--- src/snn_types_pkg.sv ---
// spiking neuron core, datapath types
// index widths, per-neuron state, potential write-back,
// spike events and the step controller states
package snn_types_pkg;

	localparam int NRN_AW = 4;
	localparam int AXN_AW = 4;
	localparam int DW = 16;
	localparam int SYN_AW = NRN_AW + AXN_AW;
	localparam int NUM_NRN = 1 << NRN_AW;
	localparam int NUM_AXN = 1 << AXN_AW;

	// weight memory address, neuron index in the upper bits
	typedef struct packed {
		logic [NRN_AW-1:0] nrn;
		logic [AXN_AW-1:0] axn;
	} syn_addr_t;

	typedef struct packed {
		logic [DW-1:0] bias;
		logic [DW-1:0] pot;
		logic [DW-1:0] thr;
	} nrn_state_t;

	typedef struct packed {
		logic valid;
		logic [NRN_AW-1:0] nrn;
		logic [DW-1:0] value;
	} pot_wr_t;

	typedef struct packed {
		logic valid;
		logic [NRN_AW-1:0] nrn;
	} spike_t;

	typedef enum logic [2:0] {
		IDLE,
		READ_STATE,
		SCAN,
		FLUSH,
		WAIT_UPD
	} ctrl_state_e;

endpackage

--- src/neuron_update.sv ---
// neuron update stage
// accumulates bias, potential and fetched weights, then does the
// signed threshold compare, the potential write-back and the spike
module neuron_update
	import snn_types_pkg::*;
(
	input  logic              clk_i,
	input  logic              rst_n_i,
	input  logic              load_i,
	input  logic              flush_i,
	input  logic [NRN_AW-1:0] nrn_i,
	input  nrn_state_t        state_i,
	input  logic [DW-1:0]     fifo_data_i,
	input  logic              fifo_nonempty_i,
	output logic              fifo_pop_o,
	output pot_wr_t           pot_wr_o,
	output spike_t            spike_o,
	output logic              upd_done_o
);

	logic [DW-1:0] acc_q;
	logic [DW-1:0] thr_q;
	logic [DW-1:0] val_q;
	logic [NRN_AW-1:0] nrn_q;
	logic pend_q;
	logic fin_q;
	logic spk_q;
	logic fire;
	logic finish;

	assign fifo_pop_o = fifo_nonempty_i;
	assign fire = ($signed(acc_q) >= $signed(thr_q));
	// last weight may still be in flight at flush, so wait for empty
	assign finish = pend_q && !fifo_nonempty_i;

	always_ff @(posedge clk_i)
	begin
		if (load_i)
		begin
			acc_q <= state_i.bias + state_i.pot;
			thr_q <= state_i.thr;
			nrn_q <= nrn_i;
		end
		else if (fifo_nonempty_i)
			acc_q <= acc_q + fifo_data_i;
		// fired neurons restart from zero
		if (finish)
			val_q <= fire ? '0 : acc_q;
	end

	always_ff @(posedge clk_i or negedge rst_n_i)
	begin
		if (!rst_n_i)
		begin
			pend_q <= 1'b0;
			fin_q <= 1'b0;
			spk_q <= 1'b0;
		end
		else
		begin
			fin_q <= finish;
			spk_q <= finish && fire;
			if (flush_i)
				pend_q <= 1'b1;
			else if (finish)
				pend_q <= 1'b0;
		end
	end

	assign pot_wr_o = '{valid: fin_q, nrn: nrn_q, value: val_q};
	assign spike_o = '{valid: spk_q, nrn: nrn_q};
	assign upd_done_o = fin_q;

endmodule

--- config.mk ---
export PLATFORM = sky130hd
export DESIGN_NAME = neuron_update
export DESIGN_NICKNAME = d
export VERILOG_FILES = /design/src/snn_types_pkg.sv /design/src/neuron_update.sv
export SDC_FILE = /design/constraint.sdc
export NUM_CORES = 1
export LEC_CHECK = 0
export BUFFER_PORTS_ARGS = -buffer_cell sky130_fd_sc_hd__buf_2
export CORE_MARGIN = 1
export CORE_UTILIZATION = 35
export DETAILED_ROUTE_END_ITERATION = 10
export SLEW_MARGIN = 20
export SYNTH_ARGS = -nofsm -noshare
export SYNTH_HDL_FRONTEND = slang
export SYNTH_SLANG_ARGS = --single-unit
--- constraint.sdc ---
create_clock -name clk_i -period 6.09 [get_ports clk_i]
set_input_delay 0.9135 -clock clk_i [delete_from_list [all_inputs] [get_ports clk_i]]
set_output_delay 0.9135 -clock clk_i [all_outputs]
set_load 0.005 [all_outputs]
==> impl_metrics.yaml <==
outcome:
  status: "complete, no violations"
critical_path:
  crit_path_end_kind: "register"
  cp-start-kind: "input port"
  crit_required_ns: 6.11
  arrival_ns: 2.81
  worstPathMaxFanout: 4
  path_class: "input port to register"
cts:
  cts_sinks: 55
  cts.repair.resized: 0
  h-tree-depth: 2
  cts_buffers: 5
  worstSkewPairLatency_ns: 0.29
  clk_path_buf_depth: 2
  cts_tree: "built"
  root_buffer: "clkbuf_16"
  clk_pin_slew_ns: 0.07
  cts_hold_buf: 0
  post_cts_buffers: 0
pwr:
  sw_frac_of_total: 0.373
  pwr-share-seq: 0.361
  pwr-share-comb: 0.460
  leakagePower_uw: 0.00210
  power_density_nw_per_um2: 344
  peakVddDrop_uv: 159
  p_clk_frac: 0.179
  internal_power_uw: 1040
  switchingPower_uw: 618
grt:
  gr-total-overflow: 0
  grt_pass1_wl_mm: 14.6
  grt_max_degree: 50
  grt_usage: 0.156
  grt_pass1_vias: 3122
  grt_antenna_before_repair: 0
timing:
  final_max_slew_viol_count: 0
  tightest_slew_ns: 0.916
  rsz0062_at_grt: "false"
  fin_hold_ws_ns: 0.409
  finalWorstSetupSlack_ns: 3.30
  finalCriticalPeriod_ns: 2.79
  relSlewSlack: 0.388
  finClkSkew_ns: 0.00434
  final-setup-viol-count: 0
  finalHoldViolCount: 0
  fin_crit_sh: 0.458
  fin_setup_tns_ns: 0
  clock.fmax_mhz: 358
floorplan:
  core_area_um2: 11400
  die_h_um: 110
  initial_core_util: 0.359
  pin_count: 101
  die_area_um2: 12200
  rows: 39
  die_x_um: 110
routing:
  drc: 0
  drtIter0Drc: 224
  wl_per_cell_um: 14.2
  vias: 3379
  routed_wl_mm: 9.27
  vias_per_cell: 5.17
  first_pass_iters: 4
  ant_nets: 0
cells_and_area:
  regArea_um2: 1640
  antenna_cells: 0
  fillers: 1168
  nNetsFinal: 630
  layout_commonest_cell: "buf_2"
  multiInputGateArea_um2: 2230
  final_area_um2: 4830
  layout_common_cells: "buf_2, edfxtp_1, ha_1"
  area_delta_synth_final_pct: 17.7
  drive_above_1_share: 0.229
  final_util: 0.423
hold_path:
  min_path_type: "input port to asynchronous set/reset pin"
synthesis:
  synth_edf_count: 52
  syn_area_per_cell_um2: 9.75
  synth-seq-cells: 55
  yosysUniqueCellTypes: 56
  syn_area_um2: 4100
  syn_inst: 421
  seq_area_frac_synth: 0.399
  synth-warning-count: 0
  synthFlopType: "edfxtp_1"
  async_flop_share: 0.0545
  syn-num-nets: 542
place:
  gp_congestion: 0.828
  place_area_um2: 4660
  dp_hpwl_mm: 7.48
  io_buffers: 100
  dp_slack_ns: 3.02
run:
  maxCapViolations: 0
## synth_stat cells, types with 4 or more instances
cell type,n,area (um^2)
nand4_1,21,131
nand2_1,44,165
ha_1,46,576
a21o_1,9,67.6
o21a_1,6,45.0
inv_1,27,101
nor2_1,23,86.3
nand2b_1,8,50.1
a21oi_1,28,140
xor2_1,4,35.0
clkbuf_1,8,30.0
a211oi_1,11,82.6
buf_4,8,60.1
mux2i_1,6,60.1
o21ai_0,40,200
o21bai_1,5,37.5
a31oi_1,4,25.0
xnor2_1,20,175
edfxtp_1,52,1560
## per-layer routing
layer	share of wire	vias up	track usage
li1	-	1734	-
met1	0.45	1533	0.209
met2	0.47	101	0.262
met3	0.059	11	0.0241
met4	0.018	0	0.0414
met5	0	-	0
## logic make-up (layout without fill, tap and decap cells)
group,count (synthesis),after routing,synth area share
AOI/OAI and AO/OA,125,125,0.189
xor gates and xnor gates,24,24,0.0512
adders and majority gates,48,48,0.150
buffers and inverters,48,137,0.0579
DFF,55,55,0.399
muxes,7,7,0.0174
and+or+nand+nor,114,114,0.135
## through the flow
| stage | total power (uW) | instances |
|---|---|---|
| floorplan | 1180 | 421 |
| global placement | 1340 | 645 |
| detailed placement | 1360 | 645 |
| CTS | 1660 | 653 |
| global route | 1790 | 653 |
| finish | 1660 | 653 |
## critical path, cell delays in order
cell	delay, ns
buf_2	0.08
ha_1	0.18
inv_1	0.06
fa_1	0.37
nand2b_1	0.20
a21oi_1	0.25
o31ai_1	0.18
o31ai_1	0.31
xnor2_1	0.18
mux2i_1	0.09
## state kept, by name, indices dropped and copies added (netlist names)
signal      cells
acc_q          16
nrn_q           4
spk_q           1
val_q          16
upd_done_o      1
pend_q          1
thr_q          16
## power groups by stage
stage	sequential [uW]	clock, uW	combinational (uW)
after detailed placement	608	0	751
after global routing	608	321	866
after global placement	605	0	736
final	599	298	763
after CTS	600	305	756
after floorplan	584	0	592
## layout make-up
class | instances | share of cell area
tap | 143 | 0.0371
clock inverter | 1 | 0.00156
sequential | 55 | 0.339
clock buffer | 7 | 0.0316
multi-input combinational | 318 | 0.463
inverter | 27 | 0.0210
timing repair buffer | 102 | 0.107
## path summary, 6_finish.rpt
path | slack (ns) | cells after the start | from | endpoint
min in group clk_i | 0.48 | 1 | pend_q | pend_q
max in group asynchronous | 5.57 | 1 | rst_n_i | upd_done_o
worst min-delay path | 0.41 | 1 | rst_n_i | pend_q
worst min register to register | 0.48 | 1 | pend_q | pend_q
worst max register to register | 3.48 | 5 | acc_q[15] | val_q[0]
worst max-delay path | 3.30 | 10 | fifo_data_i[0] | acc_q[14]
Note: power is estimated with default switching activity, not from simulation.
