--- src/snn_types_pkg.sv ---
// spiking neuron core, datapath types
// index widths, per-neuron state, potential write-back,
// spike events and the step controller states
package snn_types_pkg;

	localparam int NRN_AW = 4;
	localparam int AXN_AW = 4;
	localparam int DW = 16;
	localparam int SYN_AW = NRN_AW + AXN_AW;
	localparam int NUM_NRN = 1 << NRN_AW;
	localparam int NUM_AXN = 1 << AXN_AW;

	// weight memory address, neuron index in the upper bits
	typedef struct packed {
		logic [NRN_AW-1:0] nrn;
		logic [AXN_AW-1:0] axn;
	} syn_addr_t;

	typedef struct packed {
		logic [DW-1:0] bias;
		logic [DW-1:0] pot;
		logic [DW-1:0] thr;
	} nrn_state_t;

	typedef struct packed {
		logic valid;
		logic [NRN_AW-1:0] nrn;
		logic [DW-1:0] value;
	} pot_wr_t;

	typedef struct packed {
		logic valid;
		logic [NRN_AW-1:0] nrn;
	} spike_t;

	typedef enum logic [2:0] {
		IDLE,
		READ_STATE,
		SCAN,
		FLUSH,
		WAIT_UPD
	} ctrl_state_e;

endpackage

--- src/snn_host_pkg.sv ---
// spiking neuron core, host side types
// opcodes, host commands, memory writes and read-back
package snn_host_pkg;

	import snn_types_pkg::*;

	typedef enum logic [2:0] {
		WR_BIAS,
		WR_POT,
		WR_THR,
		WR_WEIGHT,
		SET_SPIKES,
		RD_POT,
		START
	} host_op_e;

	// neuron commands use the low address bits only
	typedef struct packed {
		logic valid;
		host_op_e op;
		logic [SYN_AW-1:0] addr;
		logic [DW-1:0] data;
	} host_cmd_t;

	typedef struct packed {
		logic valid;
		host_op_e op;
		logic [SYN_AW-1:0] addr;
		logic [DW-1:0] data;
	} mem_wr_t;

	typedef struct packed {
		logic valid;
		logic [DW-1:0] data;
	} host_rd_t;

	typedef struct packed {
		logic valid;
		logic [NRN_AW-1:0] nrn;
	} rd_req_t;

endpackage

--- src/step_ctrl.sv ---
// step controller
// walks all neurons in order, for each one reads its state, scans
// the axons and fetches weights of spiking axons, then waits for the update
module step_ctrl
	import snn_types_pkg::*;
	import snn_host_pkg::*;
(
	input  logic               clk_i,
	input  logic               rst_n_i,
	input  logic               start_i,
	input  logic [NUM_AXN-1:0] spikes_i,
	input  rd_req_t            rd_req_i,
	input  logic               upd_done_i,
	output logic [NRN_AW-1:0]  rd_a_addr_o,
	output logic               rd_a_en_o,
	output syn_addr_t          rd_w_addr_o,
	output logic               rd_w_en_o,
	output logic               load_o,
	output logic               flush_o,
	output logic [NRN_AW-1:0]  nrn_o,
	output logic               busy_o,
	output logic               host_rd_valid_o,
	output logic               done_o
);

	ctrl_state_e state_q;
	ctrl_state_e state_d;
	logic [NRN_AW-1:0] nrn_cnt;
	logic [AXN_AW-1:0] axn_cnt;
	logic last_nrn;

	assign last_nrn = (nrn_cnt == '1);

	always_comb
	begin
		state_d = state_q;
		case (state_q)
			IDLE:
				if (start_i)
					state_d = READ_STATE;
			READ_STATE:
				state_d = SCAN;
			SCAN:
				if (axn_cnt == '1)
					state_d = FLUSH;
			FLUSH:
				state_d = WAIT_UPD;
			WAIT_UPD:
				if (upd_done_i)
					state_d = last_nrn ? IDLE : READ_STATE;
			default:
				state_d = IDLE;
		endcase
	end

	always_ff @(posedge clk_i or negedge rst_n_i)
	begin
		if (!rst_n_i)
		begin
			state_q <= IDLE;
			nrn_cnt <= '0;
			axn_cnt <= '0;
			done_o <= 1'b0;
			host_rd_valid_o <= 1'b0;
		end
		else
		begin
			state_q <= state_d;
			// done coincides with the fall of busy
			done_o <= (state_q == WAIT_UPD) && upd_done_i && last_nrn;
			// port A data is settled one cycle after the forwarded request
			host_rd_valid_o <= (state_q == IDLE) && rd_req_i.valid;
			if (state_q == IDLE)
				nrn_cnt <= '0;
			else if ((state_q == WAIT_UPD) && upd_done_i)
				nrn_cnt <= nrn_cnt + 1'b1;
			if (state_q == SCAN)
				axn_cnt <= axn_cnt + 1'b1;
			else
				axn_cnt <= '0;
		end
	end

	// idle port A belongs to the host read-back
	assign rd_a_en_o = (state_q == READ_STATE) || ((state_q == IDLE) && rd_req_i.valid);
	assign rd_a_addr_o = (state_q == IDLE) ? rd_req_i.nrn : nrn_cnt;

	assign rd_w_en_o = (state_q == SCAN) && spikes_i[axn_cnt];
	assign rd_w_addr_o = '{nrn: nrn_cnt, axn: axn_cnt};

	// state data is valid in the first scan cycle
	assign load_o = (state_q == SCAN) && (axn_cnt == '0);
	assign flush_o = (state_q == FLUSH);
	assign nrn_o = nrn_cnt;
	assign busy_o = (state_q != IDLE);

endmodule

--- config.mk ---
export PLATFORM = sky130hd
export DESIGN_NAME = step_ctrl
export DESIGN_NICKNAME = d
export VERILOG_FILES = /design/src/snn_types_pkg.sv /design/src/snn_host_pkg.sv /design/src/step_ctrl.sv
export SDC_FILE = /design/constraint.sdc
export NUM_CORES = 1
export LEC_CHECK = 0
export CORE_UTILIZATION = 40
export DETAILED_ROUTE_END_ITERATION = 8
export DONT_BUFFER_PORTS = 1
export MAX_ROUTING_LAYER = met4
export PLACE_DENSITY = 0.58
export SYNTH_ARGS = -nofsm -noshare
export SYNTH_HDL_FRONTEND = slang
export SYNTH_SLANG_ARGS = --single-unit
--- constraint.sdc ---
create_clock -name clk_i -period 2.49 [get_ports clk_i]
set_clock_uncertainty 0.05 [all_clocks]
set_input_delay 0.1245 -clock clk_i [delete_from_list [all_inputs] [get_ports clk_i]]
set_output_delay 0.1245 -clock clk_i [all_outputs]
set_load 0.03 [all_outputs]
==> results of run 1 <==
## final timing paths
kind                              end  slack [ns]  cells past startpoint
max                         rd_w_en_o        0.40                      5
min                        state_q[0]       0.005                      2
max reg2reg                state_q[0]        0.87                      4
min reg2reg                state_q[1]        0.58                      1
max in group asynchronous  state_q[0]        1.75                      1
min in group asynchronous  state_q[2]        0.25                      1
## per-layer routing
| layer | vias up | global-route usage | share of wire |
|---|---|---|---|
| li1 | 314 | - | - |
| met4 | 0 | 0.06667 | 0.0076 |
| met2 | 19 | 0.2351 | 0.47 |
| met1 | 283 | 0.2118 | 0.46 |
| met5 | - | - | 0 |
| met3 | 2 | 0.02593 | 0.056 |
## power breakdown
part	total [mW]	internal, mW	leakage (nW)	switching (mW)
clock network	0.126	0.0618	0.0150	0.0646
logic	0.490	0.173	0.206	0.316
registers	0.420	0.257	0.176	0.163
## cell families after synthesis
| family | share of synthesized area |
|---|---|
| AO/OA/AOI/OAI | 0.07354 |
| XOR/XNOR | 0.05148 |
| adder cells (fa/ha/maj) | 0.04412 |
| buffers and inverters | 0.09412 |
| flip-flops | 0.3824 |
| multiplexers | 0.1000 |
| AND/OR/NAND/NOR | 0.2544 |
## registers in the layout, summed over array words and instances, names as in the netlist
register	cells
axn_cnt	4
done_o	1
nrn_o	4
state_q	3
host_rd_valid_o	1
## cell type report
| cell class | instances | area, um^2 | area share |
|---|---|---|---|
| multi-input cells | 66 | 445.4 | 0.4938 |
| inverters | 5 | 18.77 | 0.02080 |
| repair buffers | 6 | 52.55 | 0.05825 |
| clock buffers | 4 | 26.28 | 0.02913 |
| well taps | 27 | 33.78 | 0.03745 |
| flip-flops and latches | 13 | 325.3 | 0.3606 |
## cell usage after synthesis (all sizes together)
cell | n | area share
nand4 | 1 | 0.0074
o211ai | 1 | 0.0088
and2 | 2 | 0.015
a221oi | 1 | 0.010
nand3 | 6 | 0.035
buf | 9 | 0.072
inv | 5 | 0.022
dfrtp | 13 | 0.38
nand2b | 1 | 0.0074
and4bb | 1 | 0.015
o2111ai | 1 | 0.010
nor2 | 10 | 0.044
a31oi | 1 | 0.0074
o21ai | 2 | 0.012
nand4b | 1 | 0.010
nor3 | 2 | 0.025
mux2i | 4 | 0.047
o21bai | 1 | 0.0088
nor4b | 1 | 0.010
a31o | 1 | 0.010
nor2b | 2 | 0.015
ha | 3 | 0.044
mux4 | 2 | 0.053
a21oi | 1 | 0.0059
xnor2 | 2 | 0.021
xor2 | 3 | 0.031
nand2 | 16 | 0.071
## through the flow
stage	util	area, um^2	setup slack (ns)	hold WS, ns	std cells
after floorplan	-	850.8	0.4399	-0.2211	93
after global placement	0.4268	845.8	0.6809	-0.2207	114
after detailed placement	0.4268	845.8	0.6638	-0.2207	114
after CTS	0.4501	892.1	0.3639	0.0005626	120
after global routing	0.4552	902.1	0.2325	0.002316	121
final	0.4552	902.1	0.4010	0.004850	121
==> flow_summary.json, run 1 <==
{
  "outcome": "finished clean",
  "clk_latency_ns": 0.26,
  "synth_nets": 121,
  "cts_setup_buffers": 0,
  "setup_viol_count_final": 0,
  "synth_area_um2": 850.8,
  "cts_tree": "yes",
  "drive_above_1_share": 0.1064,
  "nets": 123,
  "p_leak_nw": 0.3972,
  "cp.required_ns": 2.32,
  "cts.hold.buffers_added": 2,
  "fin_setup_tns_ns": 0,
  "worstReg2RegStart": "nrn_o[0]",
  "finalCriticalPeriod_ns": 2.089,
  "top_level_ports": 48,
  "n_antenna_cell": 0,
  "syn2layout_area_growth_pct": 6.029,
  "critPathLaunchType": "flop",
  "layout_commonest_cell": "nand2_1",
  "synth.distinct_cells": 30,
  "hold_viol_final": 0,
  "cts_root_buf": "clkbuf_4",
  "h-tree-depth": 1,
  "portBuffers": 0,
  "routedWlPerCell_um": 13.01,
  "rows": 16,
  "n_fill_cell": 188,
  "power.total_mw": 1.036,
  "cts_made_buffers": 3,
  "core_um2": 1982,
  "detail-route-antenna-nets": 0,
  "path_clk_slew_ns": 0.08,
  "drt-initial-drc-count": 1,
  "dieArea_um2": 2316,
  "clkSinkCount": 13,
  "grt_pass1_wl_um": 2463,
  "yosys_warnings": 0,
  "cp_max_fo": 9,
  "tightest_slew_ns": 0.6703,
  "peakVddDrop_mv": 0.5728,
  "crit_chain": "buf_4 -> mux2i_1 -> nand3_1 -> o2111ai_1 -> a21oi_1",
  "grt_pass1_vias": 593,
  "hp-class": "in2reg",
  "die_w_um": 48.12,
  "end_kind": "output port",
  "cp.arrival_ns": 1.91,
  "yosysSeqAreaShare": 0.3824,
  "drt_pass1_iterations": 2,
  "syn_avg_cell_area_um2": 9.149,
  "max_cap_violations": 0,
  "slew_headroom": 0.5531,
  "antenna_found_initial": 0,
  "gp_congestion": 0.6581,
  "cts_resized": 0,
  "critPathTopFamily": "compound AO/OA/AOI/OAI gates",
  "num_vias": 618,
  "synth_seq_cells": 13,
  "critPathKind": "reg2out",
  "dp_hpwl_um": 1182,
  "die_h_um": 48.12,
  "grt_use_total": 0.1574,
  "cts.path.max_buffers": 2,
  "crit_buf_inv": 1,
  "rsz0062_at_grt": "no",
  "start_util": 0.4293,
  "critPathMaxStageDelay_ns": 0.56,
  "routed_wl_um": 1574,
  "powerDensity_nw_per_um2": 1148,
  "layout_common_cells": "nand2_1 (16), dfrtp_1 (13), nor2_1 (10)",
  "route.detailed.drc": 0,
  "grt_start_max_net_pins": 14,
  "vias_per_cell": 5.107,
  "fmax_ghz": 0.4787,
  "crit_start": "axn_cnt[0]",
  "cpMaxStageDelayCell": "dfrtp_1",
  "period_share": 0.8389,
  "synth_cells": 93,
  "finalMaxSlewViolations": 0,
  "overflow": 0,
  "hold_start": "upd_done_i"
}
Note: power is estimated with default switching activity, not from simulation.
==> inputs of run 2 (changes only) <==
==> constraint.sdc (replaced) <==
create_clock -name clk_i -period 2.1 [get_ports clk_i]
set_clock_uncertainty 0.05 [all_clocks]
set_input_delay 0.105 -clock clk_i [delete_from_list [all_inputs] [get_ports clk_i]]
set_output_delay 0.105 -clock clk_i [all_outputs]
set_load 0.03 [all_outputs]
==> run 2 against run 1 <==
Effect of this change:
- clock power grew 20%
- cell count grew 5.0%
- largest power group unchanged
- utilization grew 2.3 points
- power grew 24%
- critical path depth shrank 1
- cell area grew 5.0%
- sequential power grew 4%
- global-route usage grew 0.52 points
- sequential cell count is the same
- critical endpoint unchanged
- hold slack gained 0.024 ns
- combinational power grew 43%
==> flow_summary.json, run 2 (synthesis results as in run 1) <==
{
  "period_share": 0.9031,
  "grt_start_max_net_pins": 14,
  "path_clk_slew_ns": 0.08,
  "vias_per_cell": 5.213,
  "nets": 129,
  "critPathKind": "reg2out",
  "cp.required_ns": 1.95,
  "core_um2": 1982,
  "syn2layout_area_growth_pct": 11.32,
  "slew_headroom": 0.5471,
  "rsz0062_at_grt": "no",
  "start_util": 0.4293,
  "cts.path.max_buffers": 2,
  "clk_latency_ns": 0.27,
  "cts_tree": "yes",
  "regArea_um2": 325.3,
  "n_fill_cell": 199,
  "drt_pass1_iterations": 2,
  "p_leak_nw": 0.4290,
  "grt_use_total": 0.1627,
  "layout_commonest_cell": "nand2_1",
  "drt-initial-drc-count": 8,
  "num_vias": 662,
  "finalCriticalPeriod_ns": 1.896,
  "cp.arrival_ns": 1.74,
  "n_antenna_cell": 0,
  "end_kind": "output port",
  "gp_congestion": 0.6618,
  "fin_hold_ws_ns": 0.02857,
  "dp_hpwl_um": 1252,
  "grt_pass1_wl_um": 2504,
  "layout_common_cells": "nand2_1 (16), dfrtp_1 (13), nor2_1 (10)",
  "max_cap_violations": 0,
  "finalMaxSlewViolations": 0,
  "die_h_um": 48.12,
  "h-tree-depth": 1,
  "detail-route-antenna-nets": 0,
  "routedWlPerCell_um": 12.69,
  "setup_viol_count_final": 0,
  "clkSinkCount": 13,
  "rows": 16,
  "multiInputGateArea_um2": 445.4,
  "tightest_slew_ns": 0.6794,
  "fmax_ghz": 0.5273,
  "fin_setup_tns_ns": 0,
  "hp-class": "in2reg",
  "hold_viol_final": 0,
  "cts_root_buf": "clkbuf_4",
  "portBuffers": 0,
  "peakVddDrop_mv": 0.7578,
  "antenna_found_initial": 0,
  "outcome": "finished clean",
  "cp_max_fo": 9,
  "overflow": 0,
  "top_level_ports": 48,
  "dieArea_um2": 2316,
  "route.detailed.drc": 0,
  "drive_above_1_share": 0.1600,
  "routed_wl_um": 1612,
  "die_w_um": 48.12,
  "powerDensity_nw_per_um2": 1359,
  "critPathLaunchType": "flop",
  "grt_pass1_vias": 584,
  "cts_made_buffers": 3
}
==> run 2: layer usage <==
layer	routed length, um	vias to the layer above	part of all wire	track usage
met2	810	18	0.50	0.2432
met1	694	314	0.43	0.2126
met5	0	-	0	-
met3	94	2	0.058	0.03704
li1	-	328	-	-
met4	12	0	0.0074	0.06667
==> run 2: area by class of cell <==
| class | count | share of cell area |
|---|---|---|
| Timing Repair Buffer | 12 | 0.1030 |
| Inverter | 5 | 0.01982 |
| Tap cell | 27 | 0.03567 |
| Sequential cell | 13 | 0.3435 |
| Multi-Input combinational cell | 66 | 0.4703 |
| Clock buffer | 4 | 0.02774 |
==> run 2: timing repair <==
item / 4_1_cts / 5_1_grt
setup buffers: 0 / 0
hold buffers: 3 / 0
gates resized for setup: 0 / 0
hold endpoints to repair: 17 / 0
==> run 2: critical path: stages, from the launching register on <==
cell	delay, ns
dfrtp_1	0.66
mux4_2	0.38
o2111ai_1	0.18
a21oi_1	0.08
buf_4	0.17
==> run 2: power by group <==
part | leakage [nW] | total, mW | switching, mW | internal, mW
clock network | 0.0150 | 0.151 | 0.0774 | 0.0734
logic | 0.238 | 0.700 | 0.449 | 0.251
registers | 0.176 | 0.436 | 0.130 | 0.306
total | 0.429 | 1.29 | 0.657 | 0.630
==> run 2: path summary, 6_finish.rpt <==
check | from | cells past startpoint | to | slack [ns]
max | axn_cnt[1] | 4 | rd_w_en_o | 0.20
min | start_i | 2 | state_q[0] | 0.03
max reg2reg | axn_cnt[1] | 3 | state_q[0] | 0.59
min reg2reg | nrn_o[1] | 3 | nrn_o[1] | 0.57
max in group asynchronous | rst_n_i | 1 | axn_cnt[0] | 1.41
min in group asynchronous | rst_n_i | 1 | state_q[2] | 0.22
==> run 2: metrics by stage <==
| stage | cells | worst slack, ns | total power [mW] | util | cell area, um^2 |
|---|---|---|---|---|---|
| after floorplan | 93 | 0.06943 | 1.011 | - | 850.8 |
| after global placement | 120 | 0.4968 | 1.127 | 0.4495 | 890.9 |
| after detailed placement | 120 | 0.4803 | 1.140 | 0.4495 | 890.9 |
| after CTS | 127 | 0.1767 | 1.306 | 0.4779 | 947.2 |
| after global routing | 127 | 0.08364 | 1.392 | 0.4779 | 947.2 |
| final | 127 | 0.2035 | 1.287 | 0.4779 | 947.2 |
