[src/snn_types_pkg.sv]
// spiking neuron core, datapath types
// index widths, per-neuron state, potential write-back,
// spike events and the step controller states
package snn_types_pkg;

	localparam int NRN_AW = 4;
	localparam int AXN_AW = 4;
	localparam int DW = 16;
	localparam int SYN_AW = NRN_AW + AXN_AW;
	localparam int NUM_NRN = 1 << NRN_AW;
	localparam int NUM_AXN = 1 << AXN_AW;

	// weight memory address, neuron index in the upper bits
	typedef struct packed {
		logic [NRN_AW-1:0] nrn;
		logic [AXN_AW-1:0] axn;
	} syn_addr_t;

	typedef struct packed {
		logic [DW-1:0] bias;
		logic [DW-1:0] pot;
		logic [DW-1:0] thr;
	} nrn_state_t;

	typedef struct packed {
		logic valid;
		logic [NRN_AW-1:0] nrn;
		logic [DW-1:0] value;
	} pot_wr_t;

	typedef struct packed {
		logic valid;
		logic [NRN_AW-1:0] nrn;
	} spike_t;

	typedef enum logic [2:0] {
		IDLE,
		READ_STATE,
		SCAN,
		FLUSH,
		WAIT_UPD
	} ctrl_state_e;

endpackage

[src/snn_host_pkg.sv]
// spiking neuron core, host side types
// opcodes, host commands, memory writes and read-back
package snn_host_pkg;

	import snn_types_pkg::*;

	typedef enum logic [2:0] {
		WR_BIAS,
		WR_POT,
		WR_THR,
		WR_WEIGHT,
		SET_SPIKES,
		RD_POT,
		START
	} host_op_e;

	// neuron commands use the low address bits only
	typedef struct packed {
		logic valid;
		host_op_e op;
		logic [SYN_AW-1:0] addr;
		logic [DW-1:0] data;
	} host_cmd_t;

	typedef struct packed {
		logic valid;
		host_op_e op;
		logic [SYN_AW-1:0] addr;
		logic [DW-1:0] data;
	} mem_wr_t;

	typedef struct packed {
		logic valid;
		logic [DW-1:0] data;
	} host_rd_t;

	typedef struct packed {
		logic valid;
		logic [NRN_AW-1:0] nrn;
	} rd_req_t;

endpackage

[src/host_regs.sv]
// host register block
// decodes host commands into memory writes, keeps the input spike
// vector and issues the start pulse and read-back requests
module host_regs
	import snn_types_pkg::*;
	import snn_host_pkg::*;
(
	input  logic               clk_i,
	input  logic               rst_n_i,
	input  host_cmd_t          host_cmd_i,
	input  logic               busy_i,
	output mem_wr_t            mem_wr_o,
	output logic [NUM_AXN-1:0] spikes_o,
	output logic               start_o,
	output rd_req_t            rd_req_o
);

	logic accept;
	logic is_write;

	// a start still in flight counts as busy
	assign accept = host_cmd_i.valid && !busy_i && !start_o;

	assign is_write = host_cmd_i.op inside {WR_BIAS, WR_POT, WR_THR, WR_WEIGHT};

	// writes go straight through, landing on the command edge
	assign mem_wr_o.valid = accept && is_write;
	assign mem_wr_o.op = host_cmd_i.op;
	assign mem_wr_o.addr = host_cmd_i.addr;
	assign mem_wr_o.data = host_cmd_i.data;

	always_ff @(posedge clk_i or negedge rst_n_i)
	begin
		if (!rst_n_i)
		begin
			spikes_o <= '0;
			start_o <= 1'b0;
			rd_req_o <= '0;
		end
		else
		begin
			start_o <= accept && (host_cmd_i.op == START);
			rd_req_o.valid <= accept && (host_cmd_i.op == RD_POT);
			rd_req_o.nrn <= host_cmd_i.addr[NRN_AW-1:0];
			// one bit per axon
			if (accept && (host_cmd_i.op == SET_SPIKES))
				spikes_o <= host_cmd_i.data[NUM_AXN-1:0];
		end
	end

endmodule

[config.mk]
export PLATFORM = sky130hd
export DESIGN_NAME = host_regs
export DESIGN_NICKNAME = d
export VERILOG_FILES = /design/src/snn_types_pkg.sv /design/src/snn_host_pkg.sv /design/src/host_regs.sv
export SDC_FILE = /design/constraint.sdc
export NUM_CORES = 1
export LEC_CHECK = 0
export ABC_CLOCK_PERIOD_IN_PS = 1900
export BUFFER_PORTS_ARGS = -buffer_cell sky130_fd_sc_hd__buf_2
export CAP_MARGIN = 20
export CORE_MARGIN = 10
export CORE_UTILIZATION = 39
export CTS_CLUSTER_DIAMETER = 100
export DETAILED_ROUTE_END_ITERATION = 16
export PLACE_DENSITY = 0.89
export RECOVER_POWER = 25
export SKIP_LAST_GASP = 1
export SLEW_MARGIN = 20
export SYNTH_ARGS = -nofsm -noshare
export SYNTH_HDL_FRONTEND = slang
export SYNTH_SLANG_ARGS = --single-unit
[constraint.sdc]
create_clock -name clk_i -period 1.9 [get_ports clk_i]
set_input_delay 0.19 -clock clk_i [delete_from_list [all_inputs] [get_ports clk_i]]
set_output_delay 0.19 -clock clk_i [all_outputs]
set_load 0.1 [all_outputs]
==> results by group, run 1 <==
Drt
  – Vias: 688
  – Initial DRC Count: 12
  – Final antenna-violating net count: 0
  – DR WL/cell: 15.92 µm
  – Detailed-route DRC error count: 0
  – Via density: 4.410
  – Post-Route WL: 2483 µm
  – DRT Pass-1 Iters: 2

STA
  – Pins over their slew limit: 0
  – Unrepaired setup endpoints after global routing: no
  – Worst Clk Skew: 0.0006686 ns
  – FMAX: 584.2 MHz
  – Period utilisation layout: 0.9010
  – Slew margin rel.: 0.2346
  – Total negative slack: 0 ns
  – Worst setup margin: 0.1881 ns
  – Hold WS: 0.08132 ns
  – Min Tclk post-route: 1.712 ns
  – Setup violators final: 0
  – Hold Fails Final Rpt: 0
  – Slew of the pin with the lowest slew margin: 1.148 ns

Logic synthesis
  – Syn. warnings: 0
  – Cell area after synthesis: 1044 µm²
  – Distinct cell type count after synthesis: 10
  – #FFs+latches synth: 22
  – Syn Area/Cell: 14.49 µm²
  – Seq/Total Area, Yosys: 0.5276
  – Synth Instances: 72
  – Post-synth net total: 103

Floorplanning
  – Initial Util: 0.4137
  – Die W: 71.73 µm
  – Placeable Area: 2522 µm²
  – # rows: 18
  – I/O pin total: 81
  – Die area: 5144 µm²
  – Chip height: 71.73 µm

CTS
  – CTS root buf: clkbuf_4
  – Clock latency on the worst-skew pair: 0.29 ns
  – Sink Count: 22
  – TritonCTS clock tree: yes
  – Reg clk slew, reported paths: 0.11 ns
  – CTS Buf Count: 3
  – Max Root-Sink Buffers: 2
  – H-tree Lvls: 1

Final layout
  – Cell area after layout: 1324 µm²
  – Commonest non-fill, non-tap cell in the layout: buf_2
  – Most frequent cells in the layout: buf_2 (69), dfrtp_1 (21), mux2_4 (10)
  – Ant. Diodes: 0
  – Nets@finish: 158
  – Fin cells: 156
  – Share of layout cells above drive strength 1: 0.7381
  – Post-Route Utilization: 0.5248
  – Area grow syn2layout: 26.86%
  – Filler Cells Inserted: 226

Setup path
  – Minimum setup slack among reg-to-reg paths: 0.19 ns
  – Reg2reg start: start_o$_DFF_PN0_
  – Crit path from: start_o$_DFF_PN0_
  – Critical Path End Type: register
  – Critical Path AT: 1.90 ns
  – Critical path capture point: spikes_o[8]$_DFFE_PN0P_
  – Reg2Reg Capture Point: spikes_o[8]$_DFFE_PN0P_
  – Startpoint types: register
  – WS Path Type: register to register
  – CP max FO: 9
  – Crit path required time: 2.09 ns
  – Worst r2r path cells: 4

Min path
  – Min-delay worst type: primary input to register

Global route
  – GRT Total Usage: 0.09298
  – Vias in the first global route: 833
  – Initial antenna violation count: 0
  – Grt ovf: 0
  – First-pass GRT wire length: 3884 µm
  – Largest net degree at the start of global routing: 23

Place
  – Placement Cell Area: 1241 µm²
  – DP Cell Count: 147
  – IO buf count: 72
  – GPL Wtd Cong: 0.6470
  – Place WS: 0.1975 ns
  – Detailed Place HPWL: 2119 µm

Run
  – Max Cap Viol: 0

Power
  – Total power: 1.951 mW
  – Leak: 0.7403 nW
  – VDD IR max: 0.8365 mV
  – Pwr dens: 1474 nW/µm²

Status
  – Status: complete, no violations
==> area by class of cell <==
cell class | count | area (µm²) | share of cell area
Timing Repair Buffer | 79 | 421.7 | 0.3185
Clock buffer | 4 | 36.28 | 0.02741
Sequential cell | 22 | 554.3 | 0.4187
Multi-Input combinational cell | 21 | 274.0 | 0.2070
Tap cell | 30 | 37.54 | 0.02836
==> layer usage <==
layer | global-route usage | share of wire | wire (µm) | vias up
met1 | 0.09524 | 0.35 | 880 | 310
met5 | 0 | 0 | 0 | -
met2 | 0.1304 | 0.43 | 1070 | 53
li1 | - | - | - | 323
met4 | 0.03226 | 0.0089 | 22 | 0
met3 | 0.08815 | 0.21 | 510 | 2
==> cell families (layout without fill, tap and decap cells) <==
group                  count (synthesis)  count (layout)  share of synthesized area
buffers and inverters                 29              83                     0.2242
DFF                                   22              22                     0.5276
muxes                                 16              16                     0.2086
and+or+nand+nor                        5               5                    0.03957
==> sequential cells by signal (all words and copies together), names as in the netlist <==
name / flops
rd_req_o: 5
spikes_o: 16
start_o: 1
==> cells in the mapped netlist, drive strengths merged <==
cell type / number / share of area
dfrtp: 22 / 0.53
mux2: 16 / 0.21
or3: 1 / 0.0060
nor4b: 1 / 0.0084
buf: 29 / 0.22
nor3b: 2 / 0.014
nand4bb: 1 / 0.011
==> worst min-delay path by stage <==
stage          cells past startpoint  slack, ns      startpoint                 endpoint
3_3_place_gp                       1       0.17         rst_n_i  spikes_o[3]$_DFFE_PN0P_
4_1_cts                            1     0.0003  host_cmd_i[17]    rd_req_o[1]$_DFF_PN0_
3_5_place_dp                       1       0.18         rst_n_i  spikes_o[4]$_DFFE_PN0P_
5_1_grt                            2       0.06  host_cmd_i[24]        start_o$_DFF_PN0_
6_report                           2       0.08  host_cmd_i[24]        start_o$_DFF_PN0_
2_1_floorplan                      0      -0.11         rst_n_i    rd_req_o[0]$_DFF_PN0_
==> critical path, cell delays in order (launching register included) <==
cell       delay [ns]
dfrtp_4          0.51
nand4bb_1        0.23
or3_1            0.36
buf_4            0.20
mux2_4           0.30
==> power breakdown <==
group	total [mW]	internal, mW	switching (mW)
Combinational	1.12	0.188	0.928
Sequential	0.593	0.552	0.0412
Clock	0.243	0.117	0.126
Total	1.95	0.856	1.10
==> timing repair <==
| item | in CTS | in global routing |
|---|---|---|
| setup buffers | 0 | 0 |
| resized for setup | 0 | 0 |
| setup endpoints to repair | 0 | 0 |
| hold buffers | 1 | 4 |
| hold endpoints to repair | 22 | 4 |
Note: power is estimated with default switching activity, not from simulation.
==> run 2, diff against run 1 <==
--- a/config.mk
+++ b/config.mk
@@ -7,12 +7,12 @@
 export LEC_CHECK = 0
 export ABC_CLOCK_PERIOD_IN_PS = 1900
 export BUFFER_PORTS_ARGS = -buffer_cell sky130_fd_sc_hd__buf_2
-export CAP_MARGIN = 20
+export CAP_MARGIN = 30
 export CORE_MARGIN = 10
-export CORE_UTILIZATION = 39
+export CORE_UTILIZATION = 23
 export CTS_CLUSTER_DIAMETER = 100
 export DETAILED_ROUTE_END_ITERATION = 16
-export PLACE_DENSITY = 0.89
+export PLACE_DENSITY = 0.61
 export RECOVER_POWER = 25
 export SKIP_LAST_GASP = 1
 export SLEW_MARGIN = 20
==> results by group, run 2 (synthesis results as in run 1) <==
Drt
  – DR WL/cell: 14.40 µm
  – Final antenna-violating net count: 0
  – Initial DRC Count: 12
  – Vias: 671
  – DRT Pass-1 Iters: 2
  – Via density: 3.856
  – Detailed-route DRC error count: 0
  – Post-Route WL: 2505 µm

STA
  – FMAX: 578.6 MHz
  – Hold WS: 0.04809 ns
  – Min Tclk post-route: 1.728 ns
  – Pins over their slew limit: 0
  – Hold Fails Final Rpt: 0
  – Unrepaired setup endpoints after global routing: no
  – Period utilisation layout: 0.9096
  – Total negative slack: 0 ns
  – Worst Clk Skew: 0.004270 ns
  – Setup violators final: 0
  – Slew of the pin with the lowest slew margin: 1.179 ns
  – Slew margin rel.: 0.2172

Setup path
  – Startpoint types: register
  – Reg2reg start: start_o$_DFF_PN0_
  – Crit path required time: 2.04 ns
  – Buf/Inv on CP: 1
  – Critical Path End Type: register
  – Worst r2r path cells: 4
  – Worst path cell trace: nand4bb_1 > or3_1 > buf_4 > mux2_4
  – CP max FO: 12
  – Minimum setup slack among reg-to-reg paths: 0.17 ns
  – Reg2Reg Capture Point: spikes_o[0]$_DFFE_PN0P_
  – Crit-path slowest cell: dfrtp_4
  – Critical Path AT: 1.87 ns
  – WS Path Type: register to register
  – Top cell family by delay on the critical path: simple AND/OR/NAND/NOR gates
  – Max stage delay on crit path: 0.50 ns

Final layout
  – Commonest non-fill, non-tap cell in the layout: buf_2
  – Nets@finish: 154
  – Area grow syn2layout: 25.06%
  – Share of layout cells above drive strength 1: 0.6557
  – Post-Route Utilization: 0.2977
  – Most frequent cells in the layout: buf_2 (57), dfrtp_1 (21), clkbuf_1 (16)
  – Fin cells: 174
  – Largest register FFs: 16
  – Top Registers: spikes_o: 16 flops, rd_req_o: 5 flops, start_o: 1 flops
  – Register with the highest flop count: spikes_o
  – Ant. Diodes: 0
  – Filler Cells Inserted: 454

Place
  – GPL Wtd Cong: 0.6269
  – DP Cell Count: 169
  – Detailed Place HPWL: 2074 µm
  – IO buf count: 72

Floorplanning
  – I/O pin total: 81
  – # rows: 24
  – Initial Util: 0.2380
  – Die W: 87.36 µm
  – Die area: 7631 µm²
  – Chip height: 87.36 µm
  – Placeable Area: 4384 µm²

Min path
  – Hold Path End: rd_req_o[2]$_DFF_PN0_
  – Min-delay worst type: primary input to register
  – Min-Delay Startpoint: host_cmd_i[18]
  – Worst hold path depth: 1

Run
  – Max Cap Viol: 0

CTS
  – Post-CTS setup buffers: 0
  – Clock latency on the worst-skew pair: 0.26 ns
  – Max Root-Sink Buffers: 2
  – H-tree Lvls: 1
  – TritonCTS clock tree: yes
  – Reg clk slew, reported paths: 0.08 ns
  – CTS root buf: clkbuf_8
  – Sink Count: 22
  – CTS Buf Count: 3

Power
  – Leak: 0.6923 nW
  – Pwr dens: 1524 nW/µm²
  – Total power: 1.988 mW
  – VDD IR max: 0.4799 mV

Global route
  – Vias in the first global route: 766
  – Grt ovf: 0
  – First-pass GRT wire length: 3850 µm
  – Initial antenna violation count: 0
  – Largest net degree at the start of global routing: 23
  – GRT Total Usage: 0.06304

Status
  – Status: complete, no violations
run 2: cell count changes in the layout (fill, tap and decap cells not counted), sizes merged:
cell	before	now
buf	71	59
clkbuf	7	19
dlygate4sd3	5	1
run 2: how the worst max path moves through the flow:
stage	start	end	slack (ns)	cells past startpoint
floorplan	start_o$_DFF_PN0_	mem_wr_o[27]	0.009	1
global placement	start_o$_DFF_PN0_	spikes_o[8]$_DFFE_PN0P_	0.22	4
detailed placement	start_o$_DFF_PN0_	spikes_o[0]$_DFFE_PN0P_	0.18	4
CTS	start_o$_DFF_PN0_	spikes_o[0]$_DFFE_PN0P_	0.16	4
global route	start_o$_DFF_PN0_	spikes_o[0]$_DFFE_PN0P_	0.07	4
finish	start_o$_DFF_PN0_	spikes_o[0]$_DFFE_PN0P_	0.17	4
run 2: per-layer routing:
metal | share of wire | vias to the layer above | routed length (µm) | global-route usage
met2 | 0.55 | 36 | 1369 | 0.1184
met4 | 0.014 | 0 | 36 | 0.02609
met3 | 0.13 | 2 | 330 | 0.02996
met1 | 0.31 | 323 | 768 | 0.05550
li1 | - | 310 | - | -
met5 | 0 | - | 0 | 0
run 2: repair_timing:
action                                 in CTS  in global routing
hold buffers                                1                  0
gates resized for setup                     0                  0
endpoints found under the hold margin      22                  0
run 2: cell type report:
class / instances / area (µm²) / share of cell area
clock buffers: 4 / 45.04 / 0.03452
multi-input cells: 21 / 274.0 / 0.2100
flip-flops and latches: 22 / 554.3 / 0.4247
well taps: 52 / 65.06 / 0.04986
repair buffers: 75 / 366.6 / 0.2809
run 2: through the flow:
stage,worst slack (ns),instance area [µm²]
floorplan,0.008794,1062
global placement,0.2229,1269
detailed placement,0.1802,1269
CTS,0.1597,1324
global route,0.06819,1305
finish,0.1718,1305
run 2: power by group:
part / total [mW] / switching, mW / internal, mW
clock network: 0.295 / 0.146 / 0.149
registers: 0.590 / 0.0382 / 0.552
logic: 1.10 / 0.925 / 0.178
==> run 3, diff against run 2 <==
--- a/config.mk
+++ b/config.mk
@@ -10,6 +10,7 @@
 export CAP_MARGIN = 30
 export CORE_MARGIN = 10
 export CORE_UTILIZATION = 23
+export CTS_BUF_LIST = sky130_fd_sc_hd__clkbuf_16
 export CTS_CLUSTER_DIAMETER = 100
 export DETAILED_ROUTE_END_ITERATION = 16
 export PLACE_DENSITY = 0.61
==> results by group, run 3 (synthesis results as in run 1) <==
Floorplanning
  – Placeable Area: 4384 µm²
  – Die W: 87.36 µm
  – I/O pin total: 81
  – # rows: 24
  – Initial Util: 0.2380
  – Die area: 7631 µm²
  – Chip height: 87.36 µm

Status
  – Status: complete, no violations

Place
  – Place WS: 0.1802 ns
  – DP Cell Count: 169
  – GPL Wtd Cong: 0.6269
  – Detailed Place HPWL: 2074 µm
  – IO buf count: 72

CTS
  – Max Root-Sink Buffers: 2
  – PostCTS Resize Cnt: 0
  – Sink Count: 22
  – H-tree Lvls: 1
  – Post-CTS setup buffers: 0
  – Clock latency on the worst-skew pair: 0.25 ns
  – CTS root buf: clkbuf_16
  – Reg clk slew, reported paths: 0.06 ns
  – TritonCTS clock tree: yes
  – CTS Buf Count: 3

Final layout
  – Area grow syn2layout: 28.30%
  – Top Registers: spikes_o: 16 flops, rd_req_o: 5 flops, start_o: 1 flops
  – Filler Cells Inserted: 450
  – Seq. cell area: 554.3 µm²
  – Ant. Diodes: 0
  – Largest register FFs: 16
  – Nets@finish: 154
  – Share of layout cells above drive strength 1: 0.6557
  – Fin cells: 174
  – Register with the highest flop count: spikes_o
  – Area occupied by multi-input gates: 274.0 µm²
  – Most frequent cells in the layout: buf_2 (57), dfrtp_1 (21), clkbuf_1 (15)
  – Commonest non-fill, non-tap cell in the layout: buf_2

Setup path
  – Critical path capture point: spikes_o[0]$_DFFE_PN0P_
  – Reg2reg start: start_o$_DFF_PN0_
  – Top cell family by delay on the critical path: simple AND/OR/NAND/NOR gates
  – Buf/Inv on CP: 1
  – Minimum setup slack among reg-to-reg paths: 0.18 ns
  – Worst path cell trace: nand4bb_1 > or3_1 > buf_4 > mux2_4
  – Startpoint types: register
  – WS Path Type: register to register
  – Reg2Reg Capture Point: spikes_o[0]$_DFFE_PN0P_
  – Crit path required time: 2.03 ns
  – CP Depth: 4
  – Worst r2r path cells: 4
  – Critical Path End Type: register
  – CP max FO: 12
  – Critical Path AT: 1.86 ns
  – Max stage delay on crit path: 0.49 ns
  – Crit path from: start_o$_DFF_PN0_
  – Crit-path slowest cell: dfrtp_4

Drt
  – Post-Route WL: 2503 µm
  – Top sig layer: met4
  – Met2 routed WL: 1369 µm
  – DR WL/cell: 14.39 µm
  – Initial DRC Count: 14
  – Final antenna-violating net count: 0
  – Via density: 3.839
  – Met3 wire len: 335 µm
  – M1 wire length: 762 µm
  – DRT Pass-1 Iters: 2
  – Vias: 668
  – Detailed-route DRC error count: 0

Global route
  – Initial antenna violation count: 0
  – First-pass GRT wire length: 3877 µm
  – Vias in the first global route: 770
  – GRT Total Usage: 0.06380
  – Grt ovf: 0
  – Largest net degree at the start of global routing: 23

STA
  – Pins over their slew limit: 0
  – Unrepaired setup endpoints after global routing: no
  – Min Tclk post-route: 1.725 ns
  – Period utilisation layout: 0.9078
  – Hold WS: 0.05734 ns
  – Worst setup margin: 0.1752 ns
  – Hold Fails Final Rpt: 0
  – Setup violators final: 0
  – Worst Clk Skew: 0.004032 ns
  – Slew margin rel.: 0.2172
  – FMAX: 579.8 MHz
  – Total negative slack: 0 ns
  – Slew of the pin with the lowest slew margin: 1.179 ns

Power
  – Leak: 0.7118 nW
  – VDD IR max: 0.5201 mV
  – Pwr dens: 1594 nW/µm²
  – Total power: 2.134 mW

Run
  – Max Cap Viol: 0

Min path
  – Min-delay worst type: primary input to register
## run 3: cell types whose count changed in the layout (fill, tap and decap cells not counted), sizes merged
cell and delta:
inv +1, clkbuf -1
## run 3: how the worst min path moves through the flow
stage / from / endpoint / slack, ns / depth (start not counted)
2_1_floorplan: rst_n_i / rd_req_o[0]$_DFF_PN0_ / -0.11 / 0
3_3_place_gp: rst_n_i / spikes_o[6]$_DFFE_PN0P_ / 0.20 / 1
3_5_place_dp: rst_n_i / spikes_o[6]$_DFFE_PN0P_ / 0.20 / 1
4_1_cts: host_cmd_i[17] / rd_req_o[1]$_DFF_PN0_ / 0.05 / 1
5_1_grt: host_cmd_i[17] / rd_req_o[1]$_DFF_PN0_ / 0.04 / 1
6_report: host_cmd_i[16] / rd_req_o[0]$_DFF_PN0_ / 0.06 / 1
## run 3: per-stage QoR
step	instance area, µm²	util
finish	1339	0.3054
floorplan	1062	-
global placement	1269	0.2894
CTS	1358	0.3096
global route	1339	0.3054
detailed placement	1269	0.2894
## run 3: where the power goes
group	internal [mW]	leakage, nW	switching, mW	total (mW)
logic	0.178	0.401	0.925	1.10
registers	0.553	0.269	0.0382	0.591
clock network	0.280	0.0423	0.159	0.439
## run 3: final cells by class
| cell class | instances | area share |
|---|---|---|
| well taps | 52 | 0.04860 |
| repair buffers | 75 | 0.2738 |
| clock inverters | 1 | 0.002804 |
| flip-flops and latches | 22 | 0.4140 |
| clock buffers | 3 | 0.05607 |
| multi-input cells | 21 | 0.2047 |
## run 3: metal layers
layer,GRT usage,vias up
met4,0.03043,0
met3,0.02996,2
li1,-,310
met1,0.05604,320
met2,0.1184,36
met5,0,-
## run 3: what timing repair did
| item | CTS | global route |
|---|---|---|
| setup endpoints to repair | 0 | 0 |
| hold buffers | 1 | 0 |
| endpoints found under the hold margin | 22 | 0 |
